**src/pbuf_pkg.sv**
```systemverilog
package pbuf_pkg;

    localparam int NUM_PAGES  = 64;
    localparam int PAGE_BITS  = 6;
    localparam int PAGE_WORDS = 8;
    localparam int WORD_BITS  = 16;
    localparam int NUM_PORTS  = 16;
    localparam int PORT_BITS  = $clog2(NUM_PORTS);
    localparam int CNT_BITS   = 7;
    localparam int ECC_BITS   = 8;
    localparam int DATA_BITS  = PAGE_WORDS * WORD_BITS;   // 128 protected bits.
    localparam int HAM_LAST   = DATA_BITS + ECC_BITS;     // Highest Hamming position, 136.

    typedef logic [PAGE_BITS-1:0] page_t;
    typedef logic [WORD_BITS-1:0] word_t;
    typedef logic [ECC_BITS-1:0]  ecc_t;
    typedef logic [PORT_BITS-1:0] port_t;

    // Data RAM address, page in the upper bits.
    typedef struct packed {
        page_t      page;
        logic [2:0] word;
    } data_addr_t;

    // Chain entry, one per page.
    typedef struct packed {
        page_t      next;
        logic       last;       // Final page of the packet.
        logic [2:0] last_idx;   // Last valid word, 7 on a full page.
    } link_t;

    typedef struct packed {
        word_t data;
        logic  fixed;           // A bit of this word was corrected.
    } rd_word_t;

    // Check bits sit at the power-of-two positions, data fills the rest.
    // The code is the XOR of the positions of all set data bits.
    function automatic ecc_t ecc_encode(input word_t [PAGE_WORDS-1:0] words);
        logic [DATA_BITS-1:0] bits;
        ecc_t                 code;
        int                   d;
        bits = words;
        code = '0;
        d    = 0;
        for (int p = 1; p <= HAM_LAST; p++) begin
            if ((p & (p - 1)) != 0) begin   // Skip check positions.
                if (bits[d]) code ^= ecc_t'(p);
                d++;
            end
        end
        return code;
    endfunction

    // Nonzero result is the position of the flipped bit.
    function automatic ecc_t ecc_syndrome(input word_t [PAGE_WORDS-1:0] words,
                                          input ecc_t code);
        return ecc_encode(words) ^ code;
    endfunction

endpackage

```
**src/port_stats.sv**
```systemverilog
`timescale 1ns/100ps

module port_stats (
    input  logic                          clk,
    input  logic                          rst_n,
    input  logic                          pkt_stored_vld,
    input  pbuf_pkg::port_t               pkt_stored_port,
    input  logic                          pkt_read_vld,
    input  pbuf_pkg::port_t               pkt_read_port,
    input  pbuf_pkg::port_t               check_port,
    output logic [pbuf_pkg::CNT_BITS-1:0] check_amount
);

    logic [pbuf_pkg::CNT_BITS-1:0] counts [pbuf_pkg::NUM_PORTS];   // Stored packets per port.

    always_ff @(posedge clk) begin
        if (!rst_n) begin
            for (int p = 0; p < pbuf_pkg::NUM_PORTS; p++) counts[p] <= '0;
        end else begin
            for (int p = 0; p < pbuf_pkg::NUM_PORTS; p++) begin
                // Store and read together cancel out.
                if (pkt_stored_vld && pkt_stored_port == p &&
                    !(pkt_read_vld && pkt_read_port == p))
                    counts[p] <= counts[p] + 1'b1;
                else if (pkt_read_vld && pkt_read_port == p &&
                         !(pkt_stored_vld && pkt_stored_port == p))
                    counts[p] <= counts[p] - 1'b1;
            end
        end
    end

    assign check_amount = counts[check_port];

endmodule

```
**config.mk**
```make
export PLATFORM = sky130hd
export DESIGN_NAME = port_stats
export DESIGN_NICKNAME = d
export VERILOG_FILES = /design/src/pbuf_pkg.sv /design/src/port_stats.sv
export SDC_FILE = /design/constraint.sdc
export NUM_CORES = 1
export LEC_CHECK = 0
export BUFFER_PORTS_ARGS = -buffer_cell sky130_fd_sc_hd__buf_2
export CORE_MARGIN = 8
export CORE_UTILIZATION = 61
export DETAILED_ROUTE_END_ITERATION = 10
export PLACE_DENSITY = 0.85
export REMOVE_ABC_BUFFERS = 1
export SLEW_MARGIN = 20
export SYNTH_ARGS = -nofsm -noshare
export SYNTH_HDL_FRONTEND = slang
export SYNTH_SLANG_ARGS = --single-unit
```
**constraint.sdc**
```tcl
create_clock -name clk -period 3.7 [get_ports clk]
set_input_delay 0.37 -clock clk [delete_from_list [all_inputs] [get_ports clk]]
set_output_delay 0.37 -clock clk [all_outputs]
set_load 0.01 [all_outputs]
```
* Word-level counts from Yosys, hierarchy flattened
Memory sizes are Yosys's and may differ from the RTL's. Index checks and enable logic that the tools add are counted.
Storage, ports and cells: memories kept 1, input port bits 16, flip-flop bits (word level) 0, logic and storage cells 338, output and inout port bits 7, RAM bits 112
Cells by class: bitwise operators 32, reductions and logical operators 98, add/sub/neg operators 32, muxes and demuxes 145, equality and inequality tests 30
Memories:
- counts | depth 16, bits a word 7, rd ports 17, clocked after memory_dff 0, wr ports 16, RTL line port_stats.sv:14 | logic [pbuf_pkg::CNT_BITS-1:0] counts [pbuf_pkg::NUM_PORTS];
Operator list (count):
- 7-bit 2-to-1 mux | 32
- 1-bit 2-to-1 mux | 113
- 7-bit by 1-bit adder with 7-bit output, second input constant | 16
- 7-bit by 1-bit subtractor with 7-bit output, second input constant | 16
- 4-bit equality test, second input constant | 16
- 1-bit logical AND | 64
- 4-bit by 3-bit equality test with 1-bit output, second input constant | 8
- 1-bit logical NOT | 32
- 1-bit OR | 32
- 4-bit by 2-bit equality test with 1-bit output, second input constant | 4
- 4-bit by 1-bit equality test with 1-bit output, second input constant | 2
- 4-bit logical NOT | 2

* Logic depth before layout (Yosys ltp)
word-level depth 9, mapped depth 11, depth with buffers taken out 10

* Least setup slack after synthesis
Ideal clock, no wire load.
path kind in2reg, start point input port pkt_read_port[0], end point memory counts[12][6] in the netlist's numbering (data pin), data arrival time 2.654 ns, slack 0.780 ns, stages 10, required time 3.434 ns, library setup time 0.266 ns, path through buf_2 buf_2 and4b_2 nor3b_1 ha_1 a211oi_1 o21bai_1 a21oi_1 xnor2_1 nor2_1
RTL lines:
- start: declaration | RTL line port_stats.sv:9 | input pbuf_pkg::port_t pkt_read_port,
- end: declaration | RTL line port_stats.sv:14

==> metrics <==
GRT overflow=0; I/O Buffers=22; Placer Congestion=0.894; max-slew violation count=0; EDFF count, synth=about 110; most common cell after layout, fill and taps aside=edfxtp_1; worst hold path cell count=1; crit path kind=input pin to flip-flop; final count of negative-setup-slack endpoints=0; sequential area share after synthesis=a little over a third; die height=about 140 um; first-pass GRT wire length=36000 um; Hold Buf Count CTS=0; achievable frequency=about 350 MHz; synthesized cell area=~9200 sq um; fin crit share=between 70% and 80%; Async SR Flop Fraction=0%; setup bufs post-CTS=0; NumNets Final=1002; Ys Warns=0; final wirelength=22000 um; status=completed; via-per-instance ratio=6.58; Final Hold Vio Count=0; Worst IR Drop VDD=about 380 uV; Die Wd=~140 um; RSZ-0062 raised after global routing=no; Post-CTS Resized=0; Required @ worst endpoint=~4 ns; post-route ant nets=0; layout cells sized above 1=10.1%; Max clock buf depth=2; Worst Hold Endpoint=counts[13][0]; Main synth FF type=edfxtp_1; average size of a mapped cell=10.4 sq um; R2R cell count=6; Clock Tree Root=clkbuf_16; CP arrival=roughly 3.1 ns; Fin Hold WS=roughly 0.62 ns; max-cap viol count=0; core box area=about 15000 sq um; row cnt=45; Detailed Place HPWL=~17000 um; most frequent cells in the layout=112 x edfxtp_1, 84 x nor2_1, 77 x ha_1; P_leak=approximately 4.0 nW; Unique masters post-synth=59; pre-CTS setup slack=just over 0.5 ns; Critical Path Sink Type=flip-flop; CTS tree=done; clock skew=between 0.009 and 0.01 ns; Final min period=~2.9 ns; PwrDens=328 nW/um^2; Worst R2R Setup Slack=1.55 ns; Die ar.=about 19000 sq um; Final Core Density=between 60% and 70%; DRC errors left=0; worst setup margin=approximately 0.82 ns; clock-pin slew of the registers on the worst-case setup and hold paths=~0.07 ns; vias in the first global route=a little under 7000; # H-tree levels=3; Max transition margin=a little under two fifths; FF+latch count, synth=~110; synthesis-to-layout area growth=6.55%; Post-Place Cells=between 1000 and 1500; largest net degree at the start of global routing=37; max FFs per register=approximately 110; Sink Count=approximately 110; gr usage total=a little under a quarter; initial drt markers=around 660; cell count after synthesis=roughly 900; num ports=23; Top reg by flops=counts; drt wl/cell=around 20 um; detailed-route via count=between 7000 and 8000; worst r2r src=counts[3][2]; critical path fanouts, max=13; biggest regs=counts x112; DRT Pass-1 Iters=8; critical path launch point type=input pin; worst slew pin tran=between 0.9 and 1 ns; CTS buffer count=9; worst r2r dst=counts[3][6]; worst hold start=counts[13][0]; Final Non-Filler Cells=between 1000 and 1500; Hold Crit Class=flip-flop to flip-flop; initial antenna violation count=2; Initial Util=61.4%; Clock Latency Late Sink=roughly 0.38 ns; setup TNS=0 ns
==> cells by family after synthesis <==
| logic type | after synthesis | share of synthesized area (%) |
|---|---|---|
| flops | 112 | 36.6 |
| xor+xnor | 37 | 3.53 |
| mux | 43 | 9.45 |
| compound gates | 207 | 16.1 |
| fa+ha+maj | 92 | 13.7 |
| simple gates | 303 | 16.7 |
| buf+inv | 89 | 3.88 |
==> cell type report <==
cell class | count | area (sq um)
Fill cell | 1140 | 5180
Clock inverter | 6 | 83.8
Tap cell | 188 | 235
Clock buffer | 10 | 229
Inverter | 58 | 218
Sequential cell | 112 | 3360
Multi-Input combinational cell | 682 | 5470
Timing Repair Buffer | 31 | 190
Antenna cell | 1 | 2.50
==> where the power goes <==
part | total, mW | switching [mW] | internal, mW | leakage (nW)
registers | 1.57 | 0.0791 | 1.50 | 1.16
logic | 0.565 | 0.317 | 0.248 | 2.68
clock network | 1.07 | 0.478 | 0.591 | 0.148
total | 3.21 | 0.874 | 2.33 | 3.98
==> cells in the mapped netlist, drive strengths merged (13+ instances only) <==
library cell / n / area share [%]
mux4: 35 / 8.6
nand2: 65 / 2.7
a21oi: 36 / 2.0
nor3: 45 / 2.5
a21o: 31 / 2.5
or3: 15 / 1.0
inv: 57 / 2.3
clkbuf: 15 / 0.61
nor3b: 13 / 1.1
edfxtp: 112 / 37
xor2: 15 / 1.4
nor2: 84 / 3.4
ha: 77 / 10
o21a: 26 / 2.1
xnor2: 22 / 2.1
o31a: 13 / 1.2
nor2b: 37 / 2.5
buf: 16 / 0.90
fa: 15 / 3.3
o21ai: 34 / 1.9
a211oi: 22 / 2.0
==> layer usage <==
layer	track usage (%)	part of all wire (%)	vias up
met5	0	0.059	-
met4	7.97	2.1	2
met3	4.34	7.5	38
met2	38.2	49	289
met1	30.4	41	3472
li1	-	-	3359
==> worst max-delay path: stages <==
cell and delay (ns):
buf_2 0.22, nand2_1 0.32, a2111oi_4 0.69, ha_1 0.38, nor2b_1 0.18, o31a_1 0.27, o21a_1 0.18, or3_1 0.34
a21oi_1 0.14
==> how the worst max path moves through the flow <==
stage	from	cells past startpoint	end	slack, ns
floorplan	pkt_read_port[3]	9	counts[2][6]	0.93
global placement	pkt_stored_port[1]	11	counts[0][6]	0.59
detailed placement	pkt_read_port[1]	11	counts[3][6]	0.52
CTS	pkt_stored_port[1]	11	counts[0][6]	0.88
global route	pkt_read_port[1]	11	counts[3][6]	0.67
finish	pkt_read_port[1]	9	counts[10][6]	0.82
==> stage by stage <==
stage	cell area [sq um]	power, mW
after floorplan	9050	1.95
after global placement	9480	2.13
after detailed placement	9480	2.16
after CTS	9790	3.20
after global routing	9790	3.32
final	9790	3.21
No activity file was read; power rests on OpenSTA's default activity.
