--- src/pbuf_pkg.sv ---
package pbuf_pkg;

    localparam int NUM_PAGES  = 64;
    localparam int PAGE_BITS  = 6;
    localparam int PAGE_WORDS = 8;
    localparam int WORD_BITS  = 16;
    localparam int NUM_PORTS  = 16;
    localparam int PORT_BITS  = $clog2(NUM_PORTS);
    localparam int CNT_BITS   = 7;
    localparam int ECC_BITS   = 8;
    localparam int DATA_BITS  = PAGE_WORDS * WORD_BITS;   // 128 protected bits.
    localparam int HAM_LAST   = DATA_BITS + ECC_BITS;     // Highest Hamming position, 136.

    typedef logic [PAGE_BITS-1:0] page_t;
    typedef logic [WORD_BITS-1:0] word_t;
    typedef logic [ECC_BITS-1:0]  ecc_t;
    typedef logic [PORT_BITS-1:0] port_t;

    // Data RAM address, page in the upper bits.
    typedef struct packed {
        page_t      page;
        logic [2:0] word;
    } data_addr_t;

    // Chain entry, one per page.
    typedef struct packed {
        page_t      next;
        logic       last;       // Final page of the packet.
        logic [2:0] last_idx;   // Last valid word, 7 on a full page.
    } link_t;

    typedef struct packed {
        word_t data;
        logic  fixed;           // A bit of this word was corrected.
    } rd_word_t;

    // Check bits sit at the power-of-two positions, data fills the rest.
    // The code is the XOR of the positions of all set data bits.
    function automatic ecc_t ecc_encode(input word_t [PAGE_WORDS-1:0] words);
        logic [DATA_BITS-1:0] bits;
        ecc_t                 code;
        int                   d;
        bits = words;
        code = '0;
        d    = 0;
        for (int p = 1; p <= HAM_LAST; p++) begin
            if ((p & (p - 1)) != 0) begin   // Skip check positions.
                if (bits[d]) code ^= ecc_t'(p);
                d++;
            end
        end
        return code;
    endfunction

    // Nonzero result is the position of the flipped bit.
    function automatic ecc_t ecc_syndrome(input word_t [PAGE_WORDS-1:0] words,
                                          input ecc_t code);
        return ecc_encode(words) ^ code;
    endfunction

endpackage

--- src/free_page_list.sv ---
`timescale 1ns/100ps

module free_page_list (
    input  logic                         clk,
    input  logic                         rst_n,
    input  logic                         alloc_take,
    output pbuf_pkg::page_t              alloc_page,
    input  logic                         release_vld,
    input  pbuf_pkg::page_t              release_page,
    output logic [pbuf_pkg::PAGE_BITS:0] free_space
);

    pbuf_pkg::page_t              queue [pbuf_pkg::NUM_PAGES];
    pbuf_pkg::page_t              head;        // Wraps at NUM_PAGES.
    pbuf_pkg::page_t              tail;
    logic [pbuf_pkg::PAGE_BITS:0] fill_cnt;    // Next page to seed after reset.
    logic                         filling;
    logic                         push;
    logic                         pop;
    pbuf_pkg::page_t              push_page;

    assign filling   = fill_cnt != pbuf_pkg::NUM_PAGES;
    // Nothing is released while seeding, so the fill owns the push port.
    assign push      = filling || release_vld;
    assign push_page = filling ? pbuf_pkg::page_t'(fill_cnt) : release_page;
    assign pop       = alloc_take && free_space != '0;

    assign alloc_page = queue[head];   // Head shown without a pop.

    always_ff @(posedge clk) begin
        if (push) queue[tail] <= push_page;
    end

    always_ff @(posedge clk) begin
        if (!rst_n) begin
            head       <= '0;
            tail       <= '0;
            fill_cnt   <= '0;
            free_space <= '0;
        end else begin
            if (filling) fill_cnt <= fill_cnt + 1'b1;
            if (push)    tail     <= tail + 1'b1;
            if (pop)     head     <= head + 1'b1;
            // Push and pop in one cycle leave occupancy as is.
            free_space <= free_space + (pbuf_pkg::PAGE_BITS+1)'(push)
                                     - (pbuf_pkg::PAGE_BITS+1)'(pop);
        end
    end

endmodule

--- config.mk ---
export PLATFORM = sky130hd
export DESIGN_NAME = free_page_list
export DESIGN_NICKNAME = d
export VERILOG_FILES = /design/src/pbuf_pkg.sv /design/src/free_page_list.sv
export SDC_FILE = /design/constraint.sdc
export NUM_CORES = 1
export LEC_CHECK = 0
export BUFFER_PORTS_ARGS = -buffer_cell sky130_fd_sc_hd__buf_4
export CAP_MARGIN = 30
export CORE_AREA = 5 5 198 200
export CTS_CLUSTER_SIZE = 30
export DETAILED_ROUTE_END_ITERATION = 10
export DIE_AREA = 0 0 203 205
export GPL_TIMING_DRIVEN = 0
export PLACE_DENSITY = 0.58
export SYNTH_ARGS = -nofsm -noshare
export SYNTH_HDL_FRONTEND = slang
export SYNTH_SLANG_ARGS = --single-unit
--- constraint.sdc ---
create_clock -name clk -period 6.4 [get_ports clk]
set_input_delay 1.6 -clock clk [delete_from_list [all_inputs] [get_ports clk]]
set_output_delay 1.6 -clock clk [all_outputs]
set_load 0.05 [all_outputs]
# Yosys cells after proc, flatten, opt, wreduce, memory -nomap -nowiden
# Memory sizes are Yosys's and may differ from the RTL's. A register that Yosys moved wholly into a read port is not among the register bits.
# Cells that the tools add are included.
dict set report word_totals {
  regBits 26
  out_inout_bits 13
  elab_cells 19
  n_memories 1
  input_bits 10
  ram_bits 384
}
dict set report op_classes {
  addsub 5
  n_mux 5
  eq_ne 1
  reduce_logical 3
}
# name words word_bits rd rd_clocked_by_memory_dff wr line_no
set memory_table {}
lappend memory_table {queue 64 6 1 1 1 free_page_list.sv:13} ;# pbuf_pkg::page_t queue [pbuf_pkg::NUM_PAGES];
# cell n
set op_table {}
lappend op_table {{$mux W6} 3}
lappend op_table {{$add A6 B1 Y6 const B} 2}
lappend op_table {{$add A7 B1 Y7} 1}
lappend op_table {{$add A7 B1 Y7 const B} 1}
lappend op_table {{$ne A7 B7 Y1 const B} 1}
lappend op_table {{$reduce_bool A7 Y1} 1}
lappend op_table {{$sub A7 B1 Y7} 1}
lappend op_table {{$mux W1} 2}
lappend op_table {{$logic_and A1 B1 Y1} 1}
lappend op_table {{$logic_or A1 B1 Y1} 1}

# Logic depth before layout (Yosys ltp)
# Gate-level depths: netlist of run 1.
dict set report depth {
  ltp_word 4
  depth_mapped 17
}

# Worst setup path after synthesis of run 1
# Ideal clock, no wire load.
dict set report synth_timing {
  path_type {reg-to-output}
  from {reg (tool-made name)}
  to {out alloc_page[3]}
  t_arrival_ns 2.975
  path_buffers 4
  slack_ns 1.825
  path_stages_with_launch 9
  cell_sequence {dfxtp_1 > buf_4 > buf_6 > buf_6 > buf_6 > mux4_2 > o22ai_1 > o21a_1 > o41ai_1}
}
# item line_no
set synth_lines {}
lappend synth_lines {{end, declared} free_page_list.sv:7} ;# output pbuf_pkg::page_t alloc_page,

==> metrics.txt, run 1 <==
CTS clk-pin slew, worst paths 0.06 ns; post-route ant nets 0; Hold WS 0.529 ns; Leak Pwr 6.01 nW; Port Buffers 22; Syn Nets 907; Finished Core Util 50.6%; synthesized cell area 0.0166 mm^2; Tmin final 5.18 ns; Filler cells 2999; Starting DRT DRC Count 826; First-pass DRT Iterations 5; CTS root buffer clkbuf_16; Avg Synthesized Cell Area 18.8 um^2; FMAX 0.193 GHz; vias per inst 5.73; synth unique cells 48; Slew HR 35.8%; core region area 0.0372 mm^2; post-synth top area cell edfxtp_1; number of diodes 0; Crit path max-delay family buffers and inverters; Critical Path AT 3.58 ns; clk_skew 0.0164 ns; max-slew violation count 0; Max rail drop VDD 0.208 mV; Die ar. 0.0416 mm^2; Final GP Congestion 0.887; ranking of synthesized cells by area edfxtp_1 70%, mux4_2 13%, dfxtp_1 3.9%; Worst path max stage delay 0.57 ns; Most used DFF post-synth edfxtp_1; layout cell share with drive strength beyond 1 22.2%; Buf/Inv on CP 5; Die X 203 um; Final Cycle Share 81.0%; Post-DP HPWL 26000 um; top-count cell post-synth edfxtp_1; Yosys top cell area share 69.5%; CTS tree done; worst-path fanout max 10; Gate Count Post-Synth 883; CTS H-tree depth 2; Clock Path Buffers 3; reg-to-reg setup timing slack 3.04 ns; placed inst area 0.0175 mm^2; total CTS buffers 44; first-pass GRT wire length 58200 um; Residual DRC 0; slowest cell on the critical path o41ai_1; Total Wirelength 39000 um; # Max-Cap Violations 0; fraction of registers with async set/reset 0%; crit-path cells buf_4 > buf_2 > buf_4 > buf_2 > o221ai_1 > o21a_1 > o41ai_1 > buf_4; overall power 6.52 mW; Clock Sinks 416; worst min-delay path category reg2reg; post-CTS setup-driven buffer insertion count 0; row count 71; Die Ht 205 um; sequential-to-total area share from yosys stat 73.4%; Skew-Pair Late Insertion Delay 0.55 ns; WP data required 4.80 ns; Worst-Margin Slew 0.956 ns; final hold viol count 0; post_cts resized 0; outcome complete, no violations; flops & latches, synth 416; number of global-route vias before repair 8708; top post-synthesis cells by count 384 x edfxtp_1, 93 x mux4_2, 72 x nor2_1; Most common cell on crit path buf_4; initial core utilization 44.6%; final instance area 0.0188 mm^2; gr usage total 19.2%; mean routed wirelength per cell 26.7 um; Setup violations, final 0; setup_tns 0 ns; maximum number of pins on one net before global-route repair 45; power density over cell area 346 mW/mm^2; global route overflow 0; vias 8382; Net count, final 982; Crit Path Class reg2out; Critical Path Source Type register; number of synthesized flops with an enable pin 384; unrepaired setup endpoints after global routing no; crit end category output port; Synthesis Warnings 0; Layout area overhead 13.6%; Hold-fix buffers, CTS 0; IO Pins 23; antenna violations before repair 0
[worst paths after layout]
| check | start | end | cells after the start |
|---|---|---|---|
| max | register | alloc_page[4] | 8 |
| min | fill_cnt[1] | fill_cnt[1] | 2 |
| max reg2reg | fill_cnt[0] | free_space[6] | 17 |
| min reg2reg | fill_cnt[1] | fill_cnt[1] | 2 |
[sequential cells by signal, indices dropped and copies added (netlist names), named ones only]
name        count
head            6
fill_cnt        7
tail            6
queue         384
free_space      7
[layer usage]
metal | GRT usage (%) | vias up | part of all wire (%)
li1 | - | 3676 | -
met1 | 27.2 | 4334 | 44
met2 | 30.1 | 284 | 47
met3 | 2.94 | 88 | 5.1
met4 | 7.66 | 0 | 4.3
met5 | 0 | - | 0
[layout by cell type (no fill, tap or decap), types with 6 or more instances in the layout]
master	instances
nand2_1	27
mux2i_1	32
clkbuf_1	30
mux4_2	93
and2_1	14
xor2_1	6
edfxtp_1	384
clkinv_2	7
o221ai_1	6
nand2b_1	9
ha_1	13
a21oi_1	8
dfxtp_1	32
xnor2_1	11
buf_4	33
buf_12	6
nor2b_1	12
o21ai_0	11
buf_2	11
nand3_1	17
o22ai_1	8
inv_1	13
nor2_1	72
clkbuf_16	46
[stage by stage]
stage	worst slack (ns)	cells
after detailed placement	1.71	1386
final	1.22	1462
after global placement	-0.941	1379
after global routing	1.09	1462
after floorplan	1.83	883
after CTS	1.11	1462
[area by class of cell]
| cell class | instances | area [um^2] | area share (%) |
|---|---|---|---|
| inverter | 13 | 48.8 | 0.259 |
| timing repair buffer | 29 | 300 | 1.59 |
| buffer | 49 | 277 | 1.47 |
| sequential | 416 | 12200 | 64.6 |
| multi-input combinational | 405 | 4120 | 21.8 |
| clock buffer | 59 | 1200 | 6.37 |
| clock inverter | 17 | 129 | 0.684 |
| tap | 474 | 593 | 3.15 |
[power breakdown]
part           leakage (nW)  internal (mW)  total (mW)  switching [mW]
combinational          1.49          0.445        1.12           0.677
sequential             3.87           3.01        3.04          0.0301
clock                 0.646           1.36        2.36            1.01
total                  6.01           4.81        6.52            1.71
[logic make-up (layout without fill, tap and decap cells)]
kind of cell,after synthesis,after routing,share of synthesized area [%]
DFF,416,416,73.4
and+or+nand+nor,177,177,5.12
muxes,126,126,14.6
AOI/OAI and AO/OA,71,71,2.90
buffers and inverters,62,167,1.96
xor gates and xnor gates,17,17,0.898
adders and majority gates,14,14,1.10
[worst register-to-register path, stage by stage, from the launching register on]
cell,delay [ns]
dfxtp_1,0.43
inv_1,0.12
ha_1,0.22
and3_1,0.18
nand2b_1,0.07
buf_2,0.22
inv_1,0.13
ha_1,0.30
inv_1,0.06
ha_1,0.16
inv_1,0.06
fa_1,0.40
nand2b_1,0.17
a21oi_1,0.18
o21ai_0,0.11
a21oi_1,0.18
o21ai_0,0.08
and3_1,0.16
Power figures use the tool's default switching activity.
==> inputs of run 2 (changes only) <==
--- a/config.mk
+++ b/config.mk
@@ -5,14 +5,15 @@
 export SDC_FILE = /design/constraint.sdc
 export NUM_CORES = 1
 export LEC_CHECK = 0
+export ABC_AREA = 1
 export BUFFER_PORTS_ARGS = -buffer_cell sky130_fd_sc_hd__buf_4
 export CAP_MARGIN = 30
-export CORE_AREA = 5 5 198 200
+export CORE_AREA = 5 5 203 205
 export CTS_CLUSTER_SIZE = 30
 export DETAILED_ROUTE_END_ITERATION = 10
-export DIE_AREA = 0 0 203 205
+export DIE_AREA = 0 0 208 210
 export GPL_TIMING_DRIVEN = 0
-export PLACE_DENSITY = 0.58
+export PLACE_DENSITY = 0.6
 export SYNTH_ARGS = -nofsm -noshare
 export SYNTH_HDL_FRONTEND = slang
 export SYNTH_SLANG_ARGS = --single-unit
==> constraint.sdc (replaced) <==
create_clock -name clk -period 4.6 [get_ports clk]
set_input_delay 1.15 -clock clk [delete_from_list [all_inputs] [get_ports clk]]
set_output_delay 1.15 -clock clk [all_outputs]
set_load 0.05 [all_outputs]
==> run 2 against run 1 <==
Effect of this change:
- first-iteration DRC count up 82%
- cell area up 4.3%
- final cell count up 51%
- register-to-register slack worse by 1.3 ns
- global-route usage up 2.8 points
- routed wire length up 25%
- synthesized cell count up 77%
- non-clock buffer count up 40
- clock power up 41%
- critical endpoint unchanged
- highest routed layer unchanged
==> metrics.txt, run 2 <==
outcome complete, no violations (unchanged); # Max-Cap Violations 0 (unchanged); max reg flops 384 (unchanged); number of global-route vias before repair 11445 (was 8708); initial core utilization 44.0% (was 44.6%); post-route ant nets 0 (unchanged); Residual DRC 0 (unchanged); top post-synthesis cells by count 528 x nand2_1, 384 x edfxtp_1, 335 x nand3_1 (was 384 x edfxtp_1, 93 x mux4_2, 72 x nor2_1); setup_tns 0 ns (unchanged); Setup violations, final 0 (unchanged); Slew HR 32.1% (was 35.8%); CP endpoint alloc_page[4] (unchanged); CTS root buffer clkbuf_16 (unchanged); post-CTS setup-driven buffer insertion count 0 (unchanged); Finished Core Util 50.0% (was 50.6%); Net count, final 1667 (was 982); core region area 0.0393 mm^2 (was 0.0372 mm^2); Tmin final 4.22 ns; Port Buffers 21 (was 22); clk_skew 0.0179 ns (was 0.0164 ns); Layout Cells excl Fill 2201 (was 1462); Placed Instances 2122 (was 1386); post-synth top area cell edfxtp_1 (unchanged); overall power 9.82 mW (was 6.52 mW); FF-to-FF End queue[29][2] (was free_space[6]); Filler cells 3515 (was 2999); Leak Pwr 7.25 nW (was 6.01 nW); worst min-delay path category reg2reg (unchanged); Final Cycle Share 91.8%; layout cell share with drive strength beyond 1 9.67% (was 22.2%); sequential-to-total area share from yosys stat 70.4% (was 73.4%); commonest non-fill, non-tap cell in the layout nand2_1 (was edfxtp_1); crit-path cells buf_2 > buf_1 > nand3_1 > nand2_1 > nand2_1 > nand3_1 > nand3_1 > nand2_1 > buf_4 (was buf_4 > buf_2 > buf_4 > buf_2 > o221ai_1 > o21a_1 > o41ai_1 > buf_4); number of synthesized flops with an enable pin 384 (unchanged); final instance area 0.0196 mm^2 (was 0.0188 mm^2); number of diodes 0 (unchanged); multi-input logic area 0.00456 mm^2 (was 0.00412 mm^2); vias 12223 (was 8382); Total Wirelength 49000 um (was 39000 um); Layout area overhead 13.5% (was 13.6%); Critical Path Source Type register (unchanged); top-count cell post-synth nand2_1 (was edfxtp_1); ranking of synthesized cells by area edfxtp_1 67%, nand2_1 11%, nand3_1 9.7% (was edfxtp_1 70%, mux4_2 13%, dfxtp_1 3.9%); Hold WS 0.485 ns (was 0.529 ns); Die ar. 0.0437 mm^2 (was 0.0416 mm^2); First-pass DRT Iterations 5 (unchanged); gr usage total 22.0% (was 19.2%); Starting DRT DRC Count 1506 (was 826); Crit Path Class reg2out (unchanged); Most used DFF post-synth edfxtp_1 (unchanged); Worst-Margin Slew 1.01 ns (was 0.956 ns); unrepaired setup endpoints after global routing no (unchanged); Die Ht 210 um (was 205 um); hold path start fill_cnt[0] (was fill_cnt[1]); vias per inst 5.55 (was 5.73); mean routed wirelength per cell 22.2 um (was 26.7 um); reg-to-reg setup timing slack 1.70 ns (was 3.04 ns); Die X 208 um (was 203 um); post_cts resized 0 (unchanged); flops & latches, synth 416 (unchanged); Critical Path AT 3.07 ns (was 3.58 ns); Worst path max stage delay 0.65 ns (was 0.57 ns); IO Pins 23 (unchanged); CTS clk-pin slew, worst paths 0.06 ns (about the same); antenna violations before repair 0 (unchanged); synthesized cell area 0.0173 mm^2 (was 0.0166 mm^2); Max rail drop VDD 0.469 mV (was 0.208 mV); Synthesis Warnings 0 (unchanged); final setup margin 0.376 ns (was 1.22 ns); max-slew violation count 0 (unchanged); dpl ws 1.05 ns (was 1.71 ns); worst r2r path cells 10 (was 17); Reg with most FFs queue (unchanged); FMAX 0.237 GHz; commonest cells after routing, fill and taps aside 524 x nand2_1, 384 x edfxtp_1, 335 x nand3_1, 75 x nor2_1, 53 x buf_2 (was 384 x edfxtp_1, 93 x mux4_2, 72 x nor2_1, 46 x clkbuf_16, 33 x buf_4); CTS H-tree depth 2 (unchanged); Clock Sinks 416 (unchanged); WP data required 3.45 ns (was 4.80 ns); crit end category output port (unchanged); Storage cell area 0.0122 mm^2 (unchanged); maximum number of pins on one net before global-route repair 65 (was 45); final hold viol count 0 (unchanged); Final GP Congestion 0.891 (was 0.887); Syn Nets 1589 (was 907); critical register-to-register path startpoint fill_cnt[0] (unchanged); Yosys top cell area share 66.7% (was 69.5%); Gate Count Post-Synth 1565 (was 883); Hold-fix buffers, CTS 0 (unchanged); Post-DP HPWL 32800 um (was 26000 um); global route overflow 0 (unchanged); synth unique cells 33 (was 48); worst-path fanout max 10 (unchanged); row count 73 (was 71); Clock Path Buffers 3 (unchanged); first-pass GRT wire length 72300 um (was 58200 um); placed inst area 0.0183 mm^2 (was 0.0175 mm^2); fraction of registers with async set/reset 0% (unchanged); slowest cell on the critical path buf_1 (was o41ai_1); Skew-Pair Late Insertion Delay 0.58 ns (was 0.55 ns); Avg Synthesized Cell Area 11.1 um^2 (was 18.8 um^2); total CTS buffers 44 (unchanged); power density over cell area 500 mW/mm^2 (was 346 mW/mm^2); CTS tree done (unchanged); largest registers queue: 384 flops, fill_cnt: 7 flops, free_space: 7 flops (unchanged)
## run 2: cell count changes in the layout (fill, tap and decap cells not counted), moves of 6 or more
cell,change
xnor2_1,-9
a21oi_1,+12
buf_2,+42
nand3_1,+318
and2_1,-14
mux2i_1,-32
o22ai_1,-8
inv_1,+26
o221ai_1,-6
nand2b_1,-9
nand2_1,+497
mux4_2,-93
clkinv_1,+12
nor2b_1,-12
## run 2: worst min-delay path by stage
stage                       end  slack [ns]  cells past startpoint
global placement    fill_cnt[0]        0.48                      2
floorplan           fill_cnt[6]        0.46                      2
finish              fill_cnt[0]        0.49                      2
detailed placement  fill_cnt[0]        0.48                      2
global route        fill_cnt[6]        0.53                      2
CTS                 fill_cnt[0]        0.49                      2
## run 2: cell families (layout without fill, tap and decap cells)
| family | after synthesis | in the layout | share of synthesized area (%) |
|---|---|---|---|
| AO/OA/AOI/OAI | 36 | 36 | 1.09 |
| AND/OR/NAND/NOR | 964 | 964 | 23.7 |
| flip-flops | 416 | 416 | 70.4 |
| adder cells (fa/ha/maj) | 14 | 14 | 1.06 |
| buffers and inverters | 130 | 241 | 3.49 |
| XOR/XNOR | 5 | 5 | 0.253 |
## run 2: per-layer routing
layer,GRT usage [%],vias to the layer above,wire length [um]
met4,7.84,0,1830
met1,31.8,5846,20800
met3,4.76,105,4960
li1,-,5614,-
met5,0,-,0
met2,33.2,658,21400
## run 2: area by class of cell
| class | count | area share (%) |
|---|---|---|
| plain buffers | 86 | 2.23 |
| clock buffers | 57 | 5.96 |
| clock inverters | 22 | 0.777 |
| inverters | 44 | 0.841 |
| multi-input cells | 1019 | 23.2 |
| flip-flops and latches | 416 | 62.0 |
| well taps | 525 | 3.35 |
| repair buffers | 32 | 1.63 |
## run 2: power breakdown
group / total (mW) / switching [mW] / internal (mW)
Sequential: 4.22 / 0.0412 / 4.18
Combinational: 2.26 / 1.63 / 0.630
Clock: 3.33 / 1.43 / 1.90
Total: 9.82 / 3.10 / 6.71
## run 2: worst max-delay path: cells and delay by family, from the launching register on
| family | cells | cell delay (ns) |
|---|---|---|
| buf+inv | 3 | 1.25 |
| flops | 1 | 0.40 |
| simple gates | 6 | 0.83 |
