### src/pbuf_pkg.sv
package pbuf_pkg;

    localparam int NUM_PAGES  = 64;
    localparam int PAGE_BITS  = 6;
    localparam int PAGE_WORDS = 8;
    localparam int WORD_BITS  = 16;
    localparam int NUM_PORTS  = 16;
    localparam int PORT_BITS  = $clog2(NUM_PORTS);
    localparam int CNT_BITS   = 7;
    localparam int ECC_BITS   = 8;
    localparam int DATA_BITS  = PAGE_WORDS * WORD_BITS;   // 128 protected bits.
    localparam int HAM_LAST   = DATA_BITS + ECC_BITS;     // Highest Hamming position, 136.

    typedef logic [PAGE_BITS-1:0] page_t;
    typedef logic [WORD_BITS-1:0] word_t;
    typedef logic [ECC_BITS-1:0]  ecc_t;
    typedef logic [PORT_BITS-1:0] port_t;

    // Data RAM address, page in the upper bits.
    typedef struct packed {
        page_t      page;
        logic [2:0] word;
    } data_addr_t;

    // Chain entry, one per page.
    typedef struct packed {
        page_t      next;
        logic       last;       // Final page of the packet.
        logic [2:0] last_idx;   // Last valid word, 7 on a full page.
    } link_t;

    typedef struct packed {
        word_t data;
        logic  fixed;           // A bit of this word was corrected.
    } rd_word_t;

    // Check bits sit at the power-of-two positions, data fills the rest.
    // The code is the XOR of the positions of all set data bits.
    function automatic ecc_t ecc_encode(input word_t [PAGE_WORDS-1:0] words);
        logic [DATA_BITS-1:0] bits;
        ecc_t                 code;
        int                   d;
        bits = words;
        code = '0;
        d    = 0;
        for (int p = 1; p <= HAM_LAST; p++) begin
            if ((p & (p - 1)) != 0) begin   // Skip check positions.
                if (bits[d]) code ^= ecc_t'(p);
                d++;
            end
        end
        return code;
    endfunction

    // Nonzero result is the position of the flipped bit.
    function automatic ecc_t ecc_syndrome(input word_t [PAGE_WORDS-1:0] words,
                                          input ecc_t code);
        return ecc_encode(words) ^ code;
    endfunction

endpackage

### src/pkt_ingress.sv
`timescale 1ns/100ps

module pkt_ingress (
    input  logic                 clk,
    input  logic                 rst_n,
    input  logic                 wr_vld,
    input  pbuf_pkg::word_t      wr_data,
    input  logic                 wr_eop,
    output logic                 alloc_take,
    input  pbuf_pkg::page_t      alloc_page,
    output logic                 data_we,
    output pbuf_pkg::data_addr_t data_waddr,
    output pbuf_pkg::word_t      data_wdata,
    output logic                 ecc_we,
    output pbuf_pkg::page_t      ecc_waddr,
    output pbuf_pkg::ecc_t       ecc_wdata,
    output logic                 link_we,
    output pbuf_pkg::page_t      link_waddr,
    output pbuf_pkg::link_t      link_wdata,
    output logic                 wr_head_vld,
    output pbuf_pkg::page_t      wr_head,
    output pbuf_pkg::port_t      wr_head_port,
    output logic                 pkt_stored_vld,
    output pbuf_pkg::port_t      pkt_stored_port
);

    typedef enum logic [1:0] {IDLE, FIRST, NEXT} state_t;

    state_t                                     state;
    logic [2:0]                                 word_idx;   // Slot in the current page.
    pbuf_pkg::page_t                            cur_page;
    pbuf_pkg::page_t                            page_now;
    pbuf_pkg::word_t [pbuf_pkg::PAGE_WORDS-1:0] page_buf;   // Encoder input.
    pbuf_pkg::port_t                            pkt_port;
    logic [2:0]                                 eop_idx;
    logic                                       page_end;

    assign alloc_take = wr_vld && word_idx == 3'd0;         // New page per first slot.
    assign page_now   = alloc_take ? alloc_page : cur_page;
    assign page_end   = wr_vld && (word_idx == 3'd7 || wr_eop);

    // Words go straight into the data RAM.
    assign data_we    = wr_vld;
    assign data_waddr = '{page: page_now, word: word_idx};
    assign data_wdata = wr_data;

    assign ecc_wdata = pbuf_pkg::ecc_encode(page_buf);   // Buffer is complete here.

    // The chain entry of a full page waits until its successor is taken.
    // The final page is written the cycle after eop; both never coincide.
    assign link_we    = pkt_stored_vld || (alloc_take && state == NEXT);
    assign link_waddr = pkt_stored_vld ? ecc_waddr : cur_page;
    assign link_wdata = pkt_stored_vld ?
                        pbuf_pkg::link_t'{next: '0, last: 1'b1, last_idx: eop_idx} :
                        pbuf_pkg::link_t'{next: alloc_page, last: 1'b0, last_idx: 3'd7};

    assign wr_head_port    = pkt_port;
    assign pkt_stored_port = pkt_port;   // Held until the next control word.

    always_ff @(posedge clk) begin
        if (!rst_n) begin
            state          <= IDLE;
            word_idx       <= '0;
            wr_head_vld    <= 1'b0;
            pkt_stored_vld <= 1'b0;
            ecc_we         <= 1'b0;
        end else begin
            wr_head_vld    <= wr_vld && state == IDLE;   // Control word seen.
            pkt_stored_vld <= wr_vld && wr_eop;
            ecc_we         <= page_end;
            if (wr_vld) begin
                word_idx <= wr_eop ? 3'd0 : word_idx + 3'd1;
                case (state)
                    IDLE:    state <= wr_eop ? IDLE : FIRST;
                    FIRST: begin
                        if (wr_eop) state <= IDLE;
                        else if (word_idx == 3'd7) state <= NEXT;
                    end
                    default: if (wr_eop) state <= IDLE;
                endcase
            end
        end
    end

    always_ff @(posedge clk) begin
        if (alloc_take) cur_page <= alloc_page;
        if (wr_vld && state == IDLE) begin
            wr_head  <= alloc_page;
            pkt_port <= wr_data[pbuf_pkg::PORT_BITS-1:0];   // Low bits name the port.
        end
        if (page_end) ecc_waddr <= page_now;
        if (wr_vld && wr_eop) eop_idx <= word_idx;
        if (wr_vld) begin
            if (word_idx == 3'd0) page_buf <= '0;   // Unused slots count as zero.
            page_buf[word_idx] <= wr_data;
        end
    end

endmodule

### config.mk
export PLATFORM = sky130hd
export DESIGN_NAME = pkt_ingress
export DESIGN_NICKNAME = d
export VERILOG_FILES = /design/src/pbuf_pkg.sv /design/src/pkt_ingress.sv
export SDC_FILE = /design/constraint.sdc
export NUM_CORES = 1
export LEC_CHECK = 0
export ABC_AREA = 1
export BUFFER_PORTS_ARGS = -buffer_cell sky130_fd_sc_hd__clkbuf_2
export CORE_ASPECT_RATIO = 2
export CORE_MARGIN = 3
export CORE_UTILIZATION = 60
export DETAILED_ROUTE_END_ITERATION = 10
export PLACE_DENSITY_LB_ADDON = 0.25
export SLEW_MARGIN = 10
export SYNTH_ARGS = -nofsm -noshare
export SYNTH_HDL_FRONTEND = slang
export SYNTH_SLANG_ARGS = --single-unit
export TNS_END_PERCENT = 30
### constraint.sdc
create_clock -name clk -period 5.22 [get_ports clk]
set_input_delay 0.783 -clock clk [delete_from_list [all_inputs] [get_ports clk]]
set_output_delay 0.783 -clock clk [all_outputs]
set_load 0.02 [all_outputs]
==> Word level (Yosys, flattened, before mapping) <==
Index checks and enable logic that the tools add are counted.
Widths: inputs -> output; s select.
{ "word_totals": {"register_bits": 161, "latchBits": 0, "mem_bits_rw": 0, "rom_bits": 0, "memories": 0} }
{ "classes": {"add_sub_neg": 1, "multipliers": 0, "n_div": 0, "n_lt_le_gt_ge": 2, "n_eq_ne": 4, "n_shift": 0, "mux": 142, "n_bitwise": 127, "n_reduce_logical": 12} }
{ "op_table": {"columns": ["cell", "n"], "rows": [
  ["$mux 7", 63],
  ["$mux 128", 2],
  ["$mux 6", 33],
  ["$not 4->4", 36],
  ["$bwmux 128", 1],
  ["$not 3->3", 38],
  ["$not 5->5", 21],
  ["$mux 5", 15],
  ["$mux 8", 8],
  ["$demux 16 s3", 1],
  ["$not 6->6", 7],
  ["$not 2->2", 18],
  ["$mux 4", 7],
  ["$mux 16", 1],
  ["$mux 3", 4],
  ["$not 1->2", 6],
  ["$mux 10", 1],
  ["$mux 2", 4],
  ["$not 7->7", 1],
  ["$logic_and 1x1->1", 6],
  ["$lt 3x4->1 const B", 1],
  ["$pmux 2 s2", 1],
  ["$add 3x1->3 const B", 1],
  ["$eq 3x3->1 const B", 1],
  ["10 further kinds", 11]
]} }

==> Depth between registers and ports, before layout <==
Gate-level depths: netlist of run 1.
{ "logic_depth": {"word_depth": 255, "ltp_mapped": 21, "depth_no_buf": 20} }

==> Worst setup path before layout of run 1 <==
No wires, ideal clock.
{ "synth_path": {"path_type": "input port to output port", "from": "in wr_vld", "to": "out data_waddr[3] (netlist bit)", "arrival_ps": 2514, "t_required_ps": 4437, "path_slack_ps": 1923, "stages": 6, "cell_sequence": "clkbuf_1 nand2_1 nor2_1 inv_1 clkbuf_1 o21ai_0"} }
{ "synth_lines": {"columns": ["element", "line_no", "text"], "rows": [
  ["start, declared", "pkt_ingress.sv:6", "input logic wr_vld,"],
  ["end, declared", "pkt_ingress.sv:12", "output pbuf_pkg::data_addr_t data_waddr,"]
]} }

==> Final worst setup path of run 1 <==
{ "layout_path": {"from": "reg page_buf[86] (netlist bit)", "to": "out ecc_wdata[1]"} }
{ "layout_between": {"elab_chain_len": 63} }
{ "layout_rtl": {"columns": ["element", "line_no", "text"], "rows": [
  ["start, declared", "pkt_ingress.sv:33", "pbuf_pkg::word_t [pbuf_pkg::PAGE_WORDS-1:0] page_buf;"],
  ["start signal, assigned by index", "pkt_ingress.sv:95", "page_buf[word_idx] <= wr_data;"],
  ["$mux 7 (*)", "pbuf_pkg.sv:48", "if (bits[d]) code ^= ecc_t'(p);"],
  ["$not 6->6 (no line)", null, null],
  ["$mux 7 (*) (3 in a row)", "pbuf_pkg.sv:48", null],
  ["$not 3->3 (no line)", null, null],
  ["$mux 7 (*)", "pbuf_pkg.sv:48", null],
  ["$not 4->4 (no line)", null, null],
  ["$mux 7 (*) (3 in a row)", "pbuf_pkg.sv:48", null],
  ["$not 4->4 (no line)", null, null],
  ["[40 not listed]", null, null],
  ["$not 2->2 (no line)", null, null],
  ["$mux 8 (*)", "pbuf_pkg.sv:48", null],
  ["$not 3->3 (no line)", null, null],
  ["$mux 8 (*) (3 in a row)", "pbuf_pkg.sv:48", null],
  ["$not 3->3 (no line)", null, null],
  ["$mux 8 (*)", "pbuf_pkg.sv:48", null],
  ["$not 4->4 (no line)", null, null],
  ["$mux 8 (*) (2 in a row)", "pbuf_pkg.sv:48", null],
  ["end, declared", "pkt_ingress.sv:16", "output pbuf_pkg::ecc_t ecc_wdata,"]
]} }
Mark *: on every way between the ends. The rest lies on a longest branch, timed or not.

==> results of run 1 <==
[worst max-delay path, cell delays in order, from the launching register on]
cell and delay [ps]:
edfxtp_1 520, or2_1 280, nand2_1 110, nand2_1 60
nand2_1 190, inv_1 80, nand3_1 130, nand2_1 80
nand2_1 60, nand2_1 120, inv_1 80, nand2_1 60
nand2_1 70, nand2_1 50, nand2_1 110, inv_1 50
nand2_1 60, nand2_1 40, clkbuf_2 150
[sequential cells by signal, indices dropped and copies added (netlist names)]
register	cells
wr_head	6
state	2
ecc_we	1
pkt_stored_vld	1
wr_head_vld	1
ecc_waddr	6
eop_idx	3
pkt_stored_port	4
word_idx	3
cur_page	6
page_buf	128
[per-layer routing]
layer | global-route usage [%] | vias up | wire [um]
li1 | - | 4962 | -
met1 | 33.9 | 4615 | 11400
met2 | 59.4 | 485 | 17900
met3 | 3.73 | 160 | 2250
met4 | 29.5 | 0 | 3480
met5 | 0 | - | 0
[synthesized netlist by cell type, drive strengths merged, types with 3 or more instances]
cell type	n
o21ai	20
ha	3
nand3b	27
clkinv	4
nor2	165
dfxtp	14
edfxtp	147
nand3	122
xor2	92
or2	19
inv	222
nand4	3
a21oi	5
nand2	540
buf	43
clkbuf	22
xnor2	126
[worst max-delay path by stage]
stage | cells past startpoint | start | to
final | 18 | page_buf[86]$_DFFE_PP_ | ecc_wdata[1]
after floorplan | 6 | wr_vld | data_waddr[3]
after CTS | 17 | page_buf[86]$_DFFE_PP_ | ecc_wdata[1]
after detailed placement | 6 | wr_vld | data_waddr[7]
after global routing | 17 | page_buf[86]$_DFFE_PP_ | ecc_wdata[1]
after global placement | 6 | wr_vld | data_waddr[3]
[power groups by stage]
stage               Clock (mW)  Combinational, mW  Sequential (mW)
floorplan                    0               1.22             1.62
global placement             0               1.56             1.68
detailed placement           0               1.59             1.68
CTS                       1.31               1.60             1.65
global route              1.36               1.80             1.66
finish                    1.31               1.60             1.66
[cells by family (layout without fill, tap and decap cells)]
logic type	Yosys count	count (layout)	synth area share, %
AO/OA/AOI/OAI	30	30	1.42
XOR/XNOR	218	218	17.0
adder cells (fa/ha/maj)	3	3	0.319
buffers and inverters	291	364	10.4
flip-flops	161	161	39.9
AND/OR/NAND/NOR	879	879	30.9
[area by class of cell]
cell class,count,area share (%)
timing repair buffer,106,4.24
multi-input combinational,1130,45.4
tap,255,2.48
sequential,161,36.5
inverter,226,6.59
clock inverter,15,1.54
clock buffer,17,3.30
==> impl_metrics.tcl, run 1 <==
set metrics [dict create \
    final_core_util_pct 67.7 \
    powerDensity_nw_per_um2 355 \
    worst_r2r_endpoint "page_buf[37]$_DFFE_PP_" \
    synthToLayoutAreaGrowth_pct 9.51 \
    initial_core_util_pct 61.8 \
    leakage_nw 6.58 \
    critPathArrivalTime_ps 2740 \
    design_area_um2 12900 \
    cts-buffers-inserted 17 \
    switching_share_pct 37.8 \
    antenna_left 0 \
    worstHoldStart "state[1]$_SDFFE_PN0P_" \
    rsz0062_at_grt "false" \
    hold_buffers 0 \
    post-place-ws_ps 2020 \
    period_needed_ps 3520 \
    first_pass_iters 6 \
    yosysTopAreaCellShare_pct 37.5 \
    clk_pin_slew_ps 70 \
    synth_fp_nets 1611 \
    post-cts-setup-buffers 0 \
    antenna_found_initial 0 \
    num_rows 71 \
    internal_power_mw 2.84 \
    grt_pass1_wl_mm 52.6 \
    ir_drop_mv 0.344 \
    via_per_inst 5.35 \
    synth-main-ff-cell "edfxtp_1" \
    drv_cap 0 \
    finalPower_mw 4.57 \
    seq_area_frac_synth_pct 39.9 \
    cts_tree "yes" \
    clk_latency_ps 430 \
    yosysUniqueCellTypes 36 \
    rrSetupSlack_ps 2770 \
    fin_crit_sh_pct 67.5 \
    place_area_um2 12200 \
    slew_violations 0 \
    r2r_cells 7 \
    max_freq_mhz 284 \
    path_class "register to primary output" \
    min_to "state[1]$_SDFFE_PN0P_" \
    crit_path_start_kind "register" \
    synth_top_area_cell "edfxtp_1" \
    ios 101 \
    yosys_warnings 0 \
    cts-root-buf "clkbuf_16" \
    final_common_cell "nand2_1" \
    holdPathStages 2 \
    grt_pass1_vias 9548 \
    grt_util_all_layers_pct 33.4 \
    finalHoldViolations 0 \
    ys_top_cells_by_area "edfxtp_1 38%, nand2_1 17%, xnor2_1 8.8%" \
    drtIter0Drc 790 \
    dieArea_um2 21400 \
    postCtsResizedCells 0 \
    outcome "finished clean" \
    die_x_um 105 \
    dp.cells 1878 \
    ys_ff_latch 161 \
    num-nets-final 1671 \
    antenna_cells 0 \
    drive_above_1_share_pct 10.1 \
    cts.sinks 161 \
    drt-total-wl_mm 35.1 \
    portBuffers 100 \
    timing.rr.start "word_idx[1]$_SDFFE_PN0P_" \
    synth_area_per_cell_um2 7.43 \
    stdcell_count 1910 \
    cp_max_fo 5 \
    place.gp.congestion 0.986 \
    hp-class "register to register" \
    syn_area_um2 11800 \
    fin_ws_ps 1700 \
    synth_edf_count 147 \
    timing.hold.ws_ps 500 \
    setup_viol 0 \
    fillers 1675 \
    p_sw_mw 1.72 \
    multiInputGateArea_um2 5850 \
    wl_per_cell_um 18.4 \
    pwr-share-seq_pct 36.3 \
    die_y_um 204 \
    regArea_um2 4690 \
    skew_ps 8.47 \
    tns_ps 0 \
    dp_hpwl_mm 28.0 \
    layout_common_cells "534 x nand2_1, 217 x inv_1, 165 x nor2_1, 147 x edfxtp_1, 121 x nand3_1" \
    critPathCaptureType "primary output" \
    core_um2 19000 \
    slew-limit-headroom_pct 35.8 \
    synthArstFlopShare_pct 0 \
    grt_max_degree 19 \
    clockPowerShare_pct 28.7 \
    cts_htree_levels 4 \
    cp.required_ps 4440 \
    postSynthCellCount 1582 \
    overflow 0 \
    vias 10200 \
    clock_path_buffers 2 \
    worstMarginPinSlew_ps 961 \
    power_frac_comb_pct 35.0 \
    drc 0 \
]
Power figures use the tool's default switching activity.
==> inputs of run 2 (changes only) <==
clock period = 3.6 ns   (was 5.22 ns; I/O delays follow)
==> run 2 against run 1 <==
First-iteration DRC count rose by 2.2%. Worst hold slack got worse by 200 ps. Combinational power is 45% higher. Register-to-register slack worse by 1600 ps. Via count is 1.2% lower. Sequential share of layout area hardly changed. Clock skew shrank 3.4 ps. Utilization barely moved. Cell count about the same. Cell area hardly changed. Non-clock buffer count increased by 2. Highest routed layer unchanged.
==> impl_metrics.tcl, run 2 (synthesis results as in run 1) <==
set metrics [dict create \
    antenna_found_initial 0 \
    design_area_um2 12900 \
    timing.rr.start "word_idx[1]$_SDFFE_PN0P_" \
    rrSetupSlack_ps 1160 \
    cts-root-buf "clkbuf_16" \
    drc 0 \
    die_x_um 105 \
    cts_tree "yes" \
    cts_htree_levels 4 \
    layout_common_cells "534 x nand2_1, 217 x inv_1, 165 x nor2_1, 147 x edfxtp_1, 121 x nand3_1" \
    pwr-share-seq_pct 36.4 \
    cts-buffers-inserted 17 \
    via_per_inst 5.28 \
    clock_path_buffers 2 \
    power_frac_comb_pct 35.3 \
    synthToLayoutAreaGrowth_pct 9.44 \
    fin_crit_sh_pct 88.8 \
    drtIter0Drc 807 \
    tns_ps 0 \
    dieArea_um2 21400 \
    overflow 0 \
    place.gp.congestion 1.02 \
    grt_pass1_vias 9631 \
    post-cts-setup-buffers 0 \
    slew-limit-headroom_pct 36.1 \
    crit_path_start_kind "register" \
    hold_buffers 0 \
    internal_power_mw 4.11 \
    r2r_cells 7 \
    setup.worst_path.start "word_idx[1]$_SDFFE_PN0P_" \
    cp.required_ps 3060 \
    initial_core_util_pct 61.8 \
    clk_latency_ps 430 \
    critPathArrivalTime_ps 2660 \
    core_um2 19000 \
    leakage_nw 6.58 \
    period_needed_ps 3200 \
    drive_above_1_share_pct 10.0 \
    ir_drop_mv 0.492 \
    clockPowerShare_pct 28.3 \
    die_y_um 204 \
    worst_r2r_endpoint "page_buf[96]$_DFFE_PP_" \
    place_area_um2 12300 \
    path_class "register to primary output" \
    fillers 1661 \
    largest_reg_flops 128 \
    num-nets-final 1673 \
    portBuffers 100 \
    outcome "finished clean" \
    num_rows 71 \
    hp-class "primary input to register" \
    grt_util_all_layers_pct 33.4 \
    stdcell_count 1911 \
    grt_max_degree 19 \
    drt-total-wl_mm 34.7 \
    first_pass_iters 5 \
    setup_viol 0 \
    cp_max_fo 14 \
    powerDensity_nw_per_um2 511 \
    dp.cells 1880 \
    slew_violations 0 \
    p_sw_mw 2.47 \
    critPathCaptureType "primary output" \
    final_common_cell "nand2_1" \
    finalHoldViolations 0 \
    dp_hpwl_mm 28.1 \
    postCtsResizedCells 0 \
    vias 10100 \
    post-place-ws_ps 815 \
    skew_ps 5.06 \
    cts.sinks 161 \
    ios 101 \
    max_freq_mhz 313 \
    clk_pin_slew_ps 60 \
    switching_share_pct 37.6 \
    drv_cap 0 \
    largest_register "page_buf" \
    wl_per_cell_um 18.1 \
    timing.hold.ws_ps 298 \
    fin_ws_ps 404 \
    antenna_cells 0 \
    rsz0062_at_grt "false" \
    antenna_left 0 \
    grt_pass1_wl_mm 52.9 \
    cp-endpoint "data_waddr[5]" \
    worstMarginPinSlew_ps 956 \
]
[run 2: worst max-delay path, cell delays in order (launching register included)]
cell	delay, ps
dfxtp_1	400
clkinv_1	140
ha_1	160
nand2_1	70
nor2_1	490
inv_1	380
o21ai_0	360
clkbuf_2	230
[run 2: area by class of cell]
| cell class | instances | area [um^2] | area share (%) |
|---|---|---|---|
| inverters | 226 | 848 | 6.59 |
| clock inverters | 14 | 178 | 1.38 |
| flip-flops and latches | 161 | 4690 | 36.5 |
| clock buffers | 17 | 425 | 3.31 |
| multi-input cells | 1130 | 5840 | 45.4 |
| repair buffers | 108 | 561 | 4.36 |
| well taps | 255 | 319 | 2.48 |
[run 2: power by group through the flow]
stage               combinational [mW]  clock (mW)  sequential [mW]
floorplan                         1.77           0             2.35
global placement                  2.26           0             2.43
detailed placement                2.31           0             2.43
CTS                               2.32        1.86             2.39
global route                      2.62        1.94             2.41
finish                            2.32        1.86             2.40
[run 2: worst min path at each step]
stage                                      from               endpoint  slack (ps)  cells after the start
after global placement    state[1]$_SDFFE_PN0P_  state[1]$_SDFFE_PN0P_         460                      2
after global routing              alloc_page[0]   wr_head[0]$_DFFE_PP_         290                      1
after CTS                         alloc_page[4]   wr_head[4]$_DFFE_PP_         290                      1
after floorplan           state[1]$_SDFFE_PN0P_  state[1]$_SDFFE_PN0P_         450                      2
after detailed placement  state[1]$_SDFFE_PN0P_  state[1]$_SDFFE_PN0P_         490                      2
final                             alloc_page[4]   wr_head[4]$_DFFE_PP_         300                      1
[run 2: routing by layer]
layer | up-vias | global-route usage (%) | part of all wire, %
li1 | 4960 | - | -
met1 | 4554 | 34.3 | 33
met2 | 451 | 58.8 | 51
met3 | 132 | 5.22 | 6.6
met4 | 0 | 28.2 | 9.7
met5 | - | 0 | 0
[run 2: through the flow]
stage / total power, mW / util (%)
2_1_floorplan: 4.12 / -
3_3_place_gp: 4.69 / 64.5
3_5_place_dp: 4.74 / 64.5
4_1_cts: 6.58 / 67.7
5_1_grt: 6.98 / 67.7
6_report: 6.58 / 67.7
==> inputs of run 3 (changes only) <==
--- a/config.mk
+++ b/config.mk
@@ -10,5 +10,5 @@
 export CORE_ASPECT_RATIO = 2
-export CORE_MARGIN = 3
 export CORE_UTILIZATION = 60
 export DETAILED_ROUTE_END_ITERATION = 10
+export GPL_TIMING_DRIVEN = 0
 export PLACE_DENSITY_LB_ADDON = 0.25
==> constraint.sdc (replaced) <==
create_clock -name clk -period 3.6 [get_ports clk]
set_input_delay 0 -clock clk [delete_from_list [all_inputs] [get_ports clk]]
set_output_delay 0 -clock clk [all_outputs]
set_load 0.02 [all_outputs]
==> run 3 against run 2 <==
Critical endpoint is now page_buf[8]$_DFFE_PP_. Cell area rose by 3.3%. Cell count is 4.0% higher. Sequential share of layout area decreased by 1.2 points. Utilization increased by 1.2 points. Count of clock-buffer cells in the layout grew 2. Global-route usage up 3.0 points. Die area shrank 5.7%. Wire length rose by 1.1%. Largest power group is now combinational logic.
==> impl_metrics.tcl, run 3 (synthesis results as in run 1) <==
set metrics [dict create \
    finalHoldViolations 0 \
    busiest_layer "met2" \
    cp.required_ps 3790 \
    drtIter0Drc 832 \
    tns_ps 0 \
    rrSetupSlack_ps 320 \
    slew_violations 0 \
    cts_htree_levels 4 \
    cts-root-buf "clkbuf_16" \
    power_frac_comb_pct 37.7 \
    antenna_found_initial 0 \
    grt_use_met1_pct 34.4 \
    r2r_cells 9 \
    first_pass_iters 5 \
    critPathArrivalTime_ps 3470 \
    rsz0062_at_grt "false" \
    post-cts-setup-buffers 0 \
    dieArea_um2 20200 \
    grt_max_degree 17 \
    drt-total-wl_mm 35.0 \
    grt_util_all_layers_pct 36.4 \
    slew-limit-headroom_pct 37.4 \
    path_class "register to register" \
    hp-class "primary input to register" \
    drc 0 \
    clock_path_buffers 2 \
    place_area_um2 12600 \
    grt_util_met2_pct 64.4 \
    clockPowerShare_pct 26.1 \
    ios 101 \
    p_sw_mw 2.50 \
    internal_power_mw 4.00 \
    die_y_um 200 \
    ir_drop_mv 0.411 \
    layout_common_cells "534 x nand2_1, 217 x inv_1, 165 x nor2_1, 147 x edfxtp_1, 121 x nand3_1" \
    hold_buffers 13 \
    antenna_cells 0 \
    critPathCaptureType "register" \
    cp_max_fo 11 \
    design_area_um2 13300 \
    skew_ps 10.0 \
    via_per_inst 5.24 \
    dp_hpwl_mm 28.5 \
    largest_reg_flops 128 \
    worstMarginPinSlew_ps 936 \
    switching_share_pct 38.5 \
    powerDensity_nw_per_um2 489 \
    synthToLayoutAreaGrowth_pct 13.0 \
    crit_path_start_kind "register" \
    timing.rr.start "word_idx[0]$_SDFFE_PN0P_" \
    cts-buffers-inserted 17 \
    final_core_util_pct 68.9 \
    wl_per_cell_um 17.6 \
    num-nets-final 1744 \
    worstHoldStart "wr_data[4]" \
    grt_pass1_vias 9710 \
    outcome "finished clean" \
    clk_pin_slew_ps 60 \
    portBuffers 99 \
    vias 10400 \
    place.gp.congestion 0.955 \
    worst_r2r_endpoint "page_buf[8]$_DFFE_PP_" \
    pwr-share-seq_pct 36.2 \
    setup_viol 0 \
    overflow 0 \
    die_x_um 101 \
    postCtsResizedCells 0 \
    grt_pass1_wl_mm 51.9 \
    clk_latency_ps 440 \
    grt_util_met3_pct 5.95 \
    fin_crit_sh_pct 91.1 \
    cts.sinks 161 \
    max_freq_mhz 305 \
    holdPathStages 3 \
    cts_tree "yes" \
    min_to "page_buf[52]$_DFFE_PP_" \
    antenna_left 0 \
    largest_register "page_buf" \
    leakage_nw 6.83 \
    num_rows 72 \
    drive_above_1_share_pct 12.3 \
    initial_core_util_pct 61.0 \
    drv_cap 0 \
    core_um2 19300 \
    period_needed_ps 3280 \
    final_common_cell "nand2_1" \
    fillers 1624 \
    finalPower_mw 6.49 \
]
[run 3: cell count changes in the layout (fill, tap and decap cells not counted), moves of 4 or more]
cell | previous run | this run
buf_2 | 0 | 16
buf_4 | 8 | 28
clkbuf_1 | 0 | 18
clkbuf_2 | 100 | 105
clkinv_2 | 0 | 4
dlygate4sd3_1 | 0 | 13
o21ai_1 | 8 | 3
o21ai_2 | 0 | 5
[run 3: stage by stage]
| step | cells | setup WS, ps | hold WS (ps) |
|---|---|---|---|
| 6_report | 1987 | 321 | 106 |
| 4_1_cts | 1987 | 415 | 87.5 |
| 3_3_place_gp | 1940 | 156 | 194 |
| 2_1_floorplan | 1582 | 882 | 98.9 |
| 5_1_grt | 1987 | 164 | 97.7 |
| 3_5_place_dp | 1942 | 429 | 194 |
[run 3: final cells by class]
type	count	area [um^2]	share of cell area [%]
inverter	226	848	6.38
tap	259	324	2.44
clock inverter	13	111	0.838
timing repair buffer	114	644	4.85
buffer	65	373	2.81
clock buffer	19	433	3.26
multi-input combinational	1130	5860	44.1
sequential	161	4690	35.3
[run 3: power groups by stage]
stage,Sequential [mW],Clock [mW],Combinational [mW]
finish,2.35,1.70,2.45
detailed placement,2.38,0,2.42
global placement,2.38,0,2.35
global route,2.36,1.75,2.75
floorplan,2.35,0,1.77
CTS,2.35,1.68,2.44
[run 3: how the worst max path moves through the flow]
| stage | startpoint | to | depth (start not counted) |
|---|---|---|---|
| 2_1_floorplan | word_idx[0]$_SDFFE_PN0P_ | page_buf[112]$_DFFE_PP_ | 8 |
| 3_3_place_gp | word_idx[0]$_SDFFE_PN0P_ | page_buf[44]$_DFFE_PP_ | 8 |
| 3_5_place_dp | word_idx[0]$_SDFFE_PN0P_ | page_buf[9]$_DFFE_PP_ | 9 |
| 4_1_cts | word_idx[0]$_SDFFE_PN0P_ | page_buf[8]$_DFFE_PP_ | 9 |
| 5_1_grt | word_idx[0]$_SDFFE_PN0P_ | page_buf[8]$_DFFE_PP_ | 9 |
| 6_report | word_idx[0]$_SDFFE_PN0P_ | page_buf[8]$_DFFE_PP_ | 9 |
[run 3: layer usage]
layer | up-vias | routed length, um
li1 | 5102 | -
met1 | 4725 | 11400
met2 | 427 | 17800
met3 | 159 | 1890
met4 | 0 | 3980
met5 | - | 0
[run 3: critical path, cell delays in order, from the launching register on]
cell and delay [ps]:
dfxtp_1 390, clkbuf_1 310, clkinv_1 250, ha_1 250, nand2_1 110, nor2_1 150
inv_1 210, clkbuf_1 530, o21ai_1 520, buf_4 320
